`config.mk`:
```
export PLATFORM = sky130hd
export DESIGN_NAME = depunc_top
export DESIGN_NICKNAME = d
export VERILOG_FILES = /design/src/hw/depunc_pkg.sv /design/src/hw/soft_fifo.sv /design/src/hw/depunc.sv /design/src/hw/branch_metric.sv /design/src/hw/depunc_top.sv
export VERILOG_INCLUDE_DIRS = /design/src /design/src/hw
export SDC_FILE = /design/constraint.sdc
export NUM_CORES = 1
export LEC_CHECK = 0
export BUFFER_PORTS_ARGS = -buffer_cell sky130_fd_sc_hd__buf_4
export CAP_MARGIN = 10
export CORE_UTILIZATION = 45
export DETAILED_ROUTE_END_ITERATION = 16
export SYNTH_ARGS = -nofsm -noshare
export SYNTH_HDL_FRONTEND = slang
export SYNTH_HIERARCHICAL = 1
export SYNTH_SLANG_ARGS = --single-unit
```
`constraint.sdc`:
```
create_clock -name clk -period 4.55 [get_ports clk]
set_input_delay 0.91 -clock clk [delete_from_list [all_inputs] [get_ports clk]]
set_output_delay 0.91 -clock clk [all_outputs]
set_load 0.02 [all_outputs]
```
`src/hw/depunc_macros.svh`:
```
`ifndef DEPUNC_MACROS_SVH
`define DEPUNC_MACROS_SVH

// bits per soft value, two's complement, positive leans to bit 0
`define DP_SW 4

// log2 of the soft pair buffer depth
`define DP_FIFO_AW 4
`define DP_FIFO_DEPTH (1 << `DP_FIFO_AW)

// two extra bits hold the sum of two terms that each reach 2M
`define DP_BM_W (`DP_SW + 2)

`endif

```
`src/hw/depunc_pkg.sv`:
```
`include "depunc_macros.svh"

package depunc_pkg;

  // one signed soft decision
  typedef logic signed [`DP_SW-1:0] soft_t;

  // received pair, first transmitted value in the upper half
  typedef logic [2*`DP_SW-1:0] soft_pair_t;

  // branch metric, larger means more likely
  typedef logic [`DP_BM_W-1:0] bm_t;

  typedef enum logic [1:0] {
    RATE_1_2 = 2'd0,
    RATE_2_3 = 2'd1,
    RATE_3_4 = 2'd2
  } rate_t;

endpackage

```
`src/hw/soft_fifo.sv`:
```
`timescale 1ns/1ps
`include "depunc_macros.svh"

module soft_fifo (
  input  logic                   clk,
  input  logic                   nrst,
  input  logic                   wr,
  input  depunc_pkg::soft_pair_t wdata,
  input  logic                   rd,
  output logic                   dav,
  output depunc_pkg::soft_pair_t din,
  output logic                   full
);

  import depunc_pkg::*;

  soft_pair_t                mem [`DP_FIFO_DEPTH];
  logic [`DP_FIFO_AW-1:0]    wr_ptr;
  logic [`DP_FIFO_AW-1:0]    rd_ptr;
  logic [`DP_FIFO_AW:0]      count;
  logic                      do_wr;
  logic                      do_rd;

  // writes into a full buffer are dropped here
  assign do_wr = wr & ~full;
  assign do_rd = rd & dav;

  assign dav  = (count != '0);
  assign full = (count == (`DP_FIFO_AW+1)'(`DP_FIFO_DEPTH));

  // show-ahead, the head entry is visible before it is popped
  assign din = mem[rd_ptr];

  // ======================================================================
  // storage
  // ======================================================================

  always_ff @(posedge clk) begin
    if (do_wr) begin
      mem[wr_ptr] <= wdata;
    end
  end

  // ======================================================================
  // pointers and occupancy
  // ======================================================================

  always_ff @(posedge clk or negedge nrst) begin
    if (!nrst) begin
      wr_ptr <= '0;
    end else if (do_wr) begin
      wr_ptr <= wr_ptr + 1'b1;
    end
  end

  always_ff @(posedge clk or negedge nrst) begin
    if (!nrst) begin
      rd_ptr <= '0;
    end else if (do_rd) begin
      rd_ptr <= rd_ptr + 1'b1;
    end
  end

  // a write and a pop on the same edge leave the count alone
  always_ff @(posedge clk or negedge nrst) begin
    if (!nrst) begin
      count <= '0;
    end else begin
      case ({do_wr, do_rd})
        2'b10:   count <= count + 1'b1;
        2'b01:   count <= count - 1'b1;
        default: count <= count;
      endcase
    end
  end

endmodule

```
`src/hw/depunc.sv`:
```
`timescale 1ns/1ps
`include "depunc_macros.svh"

module depunc (
  input  logic                   clk,
  input  logic                   nrst,
  input  logic                   start,
  input  depunc_pkg::rate_t      rate,
  input  logic                   dav,
  input  depunc_pkg::soft_pair_t din,
  output logic                   buf_rd,
  output logic                   vout,
  output depunc_pkg::soft_t      dout_a,
  output depunc_pkg::soft_t      dout_b
);

  import depunc_pkg::*;

  logic [1:0]  phase;
  logic        hold;
  logic        hold_d;
  logic        hold_pulse;
  soft_pair_t  last_word;
  soft_t       cur_p;
  soft_t       cur_q;
  soft_t       last_q;

  assign cur_p  = din[2*`DP_SW-1:`DP_SW];
  assign cur_q  = din[`DP_SW-1:0];
  assign last_q = last_word[`DP_SW-1:0];

  // ======================================================================
  // puncture phase
  // ======================================================================

  // rate 1/2 has a single phase and never leaves 0
  always_ff @(posedge clk or negedge nrst) begin
    if (!nrst) begin
      phase <= 2'd0;
    end else if (start) begin
      phase <= 2'd0;
    end else if (dav) begin
      case (rate)
        RATE_2_3: phase <= phase + 2'd1;
        RATE_3_4: phase <= (phase == 2'd2) ? 2'd0 : phase + 2'd1;
        default:  phase <= 2'd0;
      endcase
    end
  end

  // the last phase of each punctured rate replays the latched word
  // and leaves the buffer alone
  assign hold = ((rate == RATE_2_3) && (phase == 2'd3)) ||
                ((rate == RATE_3_4) && (phase == 2'd2));

  always_ff @(posedge clk or negedge nrst) begin
    if (!nrst) begin
      hold_d <= 1'b0;
    end else begin
      hold_d <= hold;
    end
  end

  // held value goes out once, on entry to the hold phase
  assign hold_pulse = hold & ~hold_d;

  assign buf_rd = dav & ~hold;
  assign vout   = buf_rd | hold_pulse;

  always_ff @(posedge clk) begin
    if (buf_rd) begin
      last_word <= din;
    end
  end

  // ======================================================================
  // erasure insertion
  // ======================================================================

  always_comb begin
    dout_a = '0;
    dout_b = '0;
    case (rate)
      RATE_2_3: begin
        case (phase)
          2'd0: begin
            dout_a = cur_p;
            dout_b = cur_q;
          end
          2'd1: begin
            dout_a = cur_p;
          end
          2'd2: begin
            // pairs the low half of the previous word with this one
            dout_a = last_q;
            dout_b = cur_p;
          end
          default: begin
            dout_a = last_q;
          end
        endcase
      end
      RATE_3_4: begin
        case (phase)
          2'd0: begin
            dout_a = cur_p;
            dout_b = cur_q;
          end
          2'd1: begin
            dout_a = cur_p;
          end
          default: begin
            dout_b = last_q;
          end
        endcase
      end
      default: begin
        dout_a = cur_p;
        dout_b = cur_q;
      end
    endcase
  end

endmodule

```
`src/hw/branch_metric.sv`:
```
`timescale 1ns/1ps
`include "depunc_macros.svh"

module branch_metric (
  input  logic              clk,
  input  logic              nrst,
  input  logic              vin,
  input  depunc_pkg::soft_t a,
  input  depunc_pkg::soft_t b,
  output logic              bm_valid,
  output depunc_pkg::bm_t   bm_00,
  output depunc_pkg::bm_t   bm_01,
  output depunc_pkg::bm_t   bm_10,
  output depunc_pkg::bm_t   bm_11
);

  import depunc_pkg::*;

  // offset that maps a soft value onto 0 .. 2M
  localparam bm_t M = bm_t'(1) << (`DP_SW - 1);

  bm_t a_ext;
  bm_t b_ext;
  bm_t a_0;
  bm_t a_1;
  bm_t b_0;
  bm_t b_1;

  assign a_ext = {{2{a[`DP_SW-1]}}, a};
  assign b_ext = {{2{b[`DP_SW-1]}}, b};

  // an erasure gives M under either hypothesis
  assign a_0 = M + a_ext;
  assign a_1 = M - a_ext;
  assign b_0 = M + b_ext;
  assign b_1 = M - b_ext;

  always_ff @(posedge clk or negedge nrst) begin
    if (!nrst) begin
      bm_valid <= 1'b0;
    end else begin
      bm_valid <= vin;
    end
  end

  always_ff @(posedge clk) begin
    if (vin) begin
      bm_00 <= a_0 + b_0;
      bm_01 <= a_0 + b_1;
      bm_10 <= a_1 + b_0;
      bm_11 <= a_1 + b_1;
    end
  end

endmodule

```
`src/hw/depunc_top.sv`:
```
`timescale 1ns/1ps

module depunc_top (
  input  logic                   clk,
  input  logic                   nrst,
  input  logic                   start,
  input  depunc_pkg::rate_t      rate,
  input  logic                   in_wr,
  input  depunc_pkg::soft_pair_t in_data,
  output logic                   in_full,
  output logic                   bm_valid,
  output depunc_pkg::bm_t        bm_00,
  output depunc_pkg::bm_t        bm_01,
  output depunc_pkg::bm_t        bm_10,
  output depunc_pkg::bm_t        bm_11
);

  import depunc_pkg::*;

  logic        dav;
  logic        buf_rd;
  soft_pair_t  head;
  logic        vout;
  soft_t       dout_a;
  soft_t       dout_b;

  // ======================================================================
  // buffer, depuncturer and metric unit in a chain
  // ======================================================================

  soft_fifo u_fifo (
    .clk   (clk),
    .nrst  (nrst),
    .wr    (in_wr),
    .wdata (in_data),
    .rd    (buf_rd),
    .dav   (dav),
    .din   (head),
    .full  (in_full)
  );

  depunc u_depunc (
    .clk    (clk),
    .nrst   (nrst),
    .start  (start),
    .rate   (rate),
    .dav    (dav),
    .din    (head),
    .buf_rd (buf_rd),
    .vout   (vout),
    .dout_a (dout_a),
    .dout_b (dout_b)
  );

  branch_metric u_bm (
    .clk      (clk),
    .nrst     (nrst),
    .vin      (vout),
    .a        (dout_a),
    .b        (dout_b),
    .bm_valid (bm_valid),
    .bm_00    (bm_00),
    .bm_01    (bm_01),
    .bm_10    (bm_10),
    .bm_11    (bm_11)
  );

endmodule

```
==> reports/results.ini <==
[run]
maxCapViolCount = 0

[floorplan]
die_y_um = 133
die-area_um2 = 17700
fp.dieW_um = 133
ios = 40
coreArea_um2 = 16700
std_cell_rows = 47
initial_core_util_pct = 46.3

[layout]
multiInputGateArea_um2 = 2490
layout-drive-gt1-share_pct = 19.9
instances_no_fill = 767
final-seq-area_um2 = 4990
nNetsFinal = 588
final_common_cell = edfxtp_1
syn_to_final_growth_pct = 13.8
antenna_cells = 0
layout_common_cells = edfxtp_1 (152), buf_4 (50), ha_1 (33), mux2i_1 (33)
n_fill_cell = 1400

[sta]
finalHoldViolCount = 0
finalSetupViolCount = 0
finalSetupTns_ns = 0
finalWorstSetupSlack_ns = 0.466
min_period_over_period_pct = 89.8
slew_headroom_pct = 40.0
skew_ns = 0.00715
rsz0062_at_grt = false
period_minus_slack_ns = 4.08
drv_slew = 0
worst_pin_slew_ns = 0.897
fmax_ghz = 0.245

[synth]
syn_nets = 541
synth_warnings = 6
synth_flop_cell = edfxtp_1
ys_seq_area_share_pct = 64.5
avgSynthCellArea_um2 = 15.8
ys_seq_elements = 169
netlist_area_um2 = 7730
async_flop_share_pct = 10.1
yosysUniqueCellTypes = 48
synth-edff-count = 152
netlist_instances = 489

[critical_path]
crit_path_frequent_cell = a22oi_1
critPathArrivalTime_ns = 4.25
r2r_end = u_bm/bm_11[4]
cp_data_required_time_ns = 4.72
rrSetupSlack_ns = 0.47
max_stage_delay_ns = 0.54
crit_type = reg -> reg
ff2ff_path_depth = 13
cp-end-kind = flip-flop
cp-startpoint = u_fifo/rd_ptr[2]
critPathSlowestCell = dfrtp_1
worstSetupEndpoint = u_bm/bm_11[4]
r2r_start = u_fifo/rd_ptr[2]
startpoint_type = flip-flop
worstPathMaxFanout = 16
path_cells = nor2b_1 -> buf_4 -> a221oi_1 -> a22oi_1 -> nand2_1 -> a22oi_1 -> o2111ai_1 -> inv_1 -> ha_1 -> fa_1 -> a21o_1 -> a21oi_1 -> xnor2_1

[pwr]
power_leakage_uw = 0.00329
p_total_uw = 7310
peakVddDrop_mv = 0.419
pwr_density_cell_nw_per_um2 = 832

[routing]
ant_nets = 0
drcViolationCount = 0
drt-pass1-iter-count = 5
wirelength_um = 15000
num_vias = 4301
drt_iter0_markers = 251
viasPerCell = 5.61
wire_per_inst_um = 19.5

[clocking]
cts_tree = done
clkTransAtPathRegs_ns = 0.06
clockRootBuffer = clkbuf_16
hold_buffers = 0
cts_buffers = 17
cts_sinks = 169
clock_path_buffers = 2
cts_resized = 0
htreeDepth = 4
cts_setup_buffers = 0
clk_latency_ns = 0.42

[global_routing]
gr-total-overflow = 0
grt_max_degree = 32
grt_pass1_wl_um = 23400
grt_use_total_pct = 17.9
antenna_found_initial = 0
grt_pass1_vias = 4285

[place]
routabilityCongestion = 0.835
place_ws_ns = 0.443
hpwlAfterDp_um = 10200
numPortBuffers = 38
place_inst = 737

[worst_hold_path]
min_path_type = in -> async

[outcome]
status = finished, final reports clean

## state kept, by name (all words and copies together), names as in the netlist
register	count
u_bm/bm_00	5
u_bm/bm_01	5
u_bm/bm_10	5
u_bm/bm_11	5
u_bm/bm_valid	1
u_depunc/hold_d	1
u_depunc/last_word	4
u_depunc/phase	2
u_fifo/count	5
u_fifo/mem	128
u_fifo/rd_ptr	4
u_fifo/wr_ptr	4
## layer usage
| layer | track usage (%) | wire length [µm] | part of all wire [%] | vias up |
|---|---|---|---|---|
| met4 | 6.31 | 240 | 1.6 | 0 |
| met1 | 22.4 | 6420 | 43 | 2191 |
| met5 | 0 | 0 | 0 | - |
| met2 | 30.9 | 7720 | 52 | 118 |
| met3 | 3.42 | 592 | 4.0 | 21 |
| li1 | - | - | - | 1971 |
## worst min path at each step
| stage | slack (ns) | endpoint | depth (start not counted) | startpoint |
|---|---|---|---|---|
| 6_report | 0.36 | u_fifo/rd_ptr[0] | 1 | nrst |
| 5_1_grt | 0.37 | u_fifo/rd_ptr[1] | 1 | nrst |
| 4_1_cts | 0.35 | u_fifo/rd_ptr[1] | 1 | nrst |
| 3_5_place_dp | 0.53 | u_fifo/count[4] | 1 | u_fifo/count[4] |
| 3_3_place_gp | 0.54 | u_fifo/count[4] | 1 | u_fifo/count[4] |
| 2_1_floorplan | 0.50 | u_fifo/count[4] | 1 | u_fifo/count[4] |
## cell families after synthesis
family                     after synthesis  synth area share, %
AOI/OAI and AO/OA                       80                 7.81
xor gates and xnor gates                25                 2.83
adders and majority gates               38                 6.63
buffers and inverters                   44                 3.32
DFF                                    169                 64.5
muxes                                   52                 9.35
other                                    1               0.0485
and+or+nand+nor                         80                 5.48
## power breakdown
part | switching, µW | internal (µW)
registers | 169 | 2190
logic | 1990 | 1570
clock network | 537 | 850
total | 2700 | 4620
## cell usage after synthesis, drive strengths merged, types with 5 or more instances
cell type | instances | share of area, %
nor2 | 23 | 1.1
inv | 21 | 1.0
a22o | 9 | 1.1
ha | 33 | 5.3
nor2b | 5 | 0.40
dfrtp | 17 | 5.5
xnor2 | 17 | 1.9
a22oi | 14 | 1.4
a21oi | 8 | 0.52
xor2 | 8 | 0.91
a21o | 8 | 0.79
nand3 | 9 | 0.58
o21ai | 13 | 0.89
mux4 | 16 | 4.7
fa | 5 | 1.3
clkbuf | 7 | 0.40
a221oi | 16 | 1.9
mux2i | 34 | 4.4
nor3 | 7 | 0.60
nand2 | 23 | 1.1
buf | 16 | 1.9
edfxtp | 152 | 59
## metrics by stage
step / util [%] / cell area (µm²) / hold WS, ns
6_report: 52.7 / 8800 / 0.363
5_1_grt: 52.7 / 8800 / 0.365
4_1_cts: 52.7 / 8800 / 0.354
3_5_place_dp: 49.3 / 8230 / 0.535
3_3_place_gp: 49.3 / 8230 / 0.542
2_1_floorplan: - / 7730 / 0.497
## area by class of cell
cell class,count,area share [%]
clock inverter,10,1.46
tap,220,3.13
clock buffer,20,4.96
sequential,169,56.7
timing repair buffer,51,4.49
inverter,21,0.896
multi-input combinational,276,28.3
## critical path: cells and delay by family, from the launching register on
family                     cells  cell delay (ns)
xor gates and xnor gates       1             0.10
and+or+nand+nor                2             0.42
buffers and inverters          2             0.37
AOI/OAI and AO/OA              6             1.59
adders and majority gates      2             0.81
DFF                            1             0.54
Note: power is estimated with default switching activity, not from simulation.
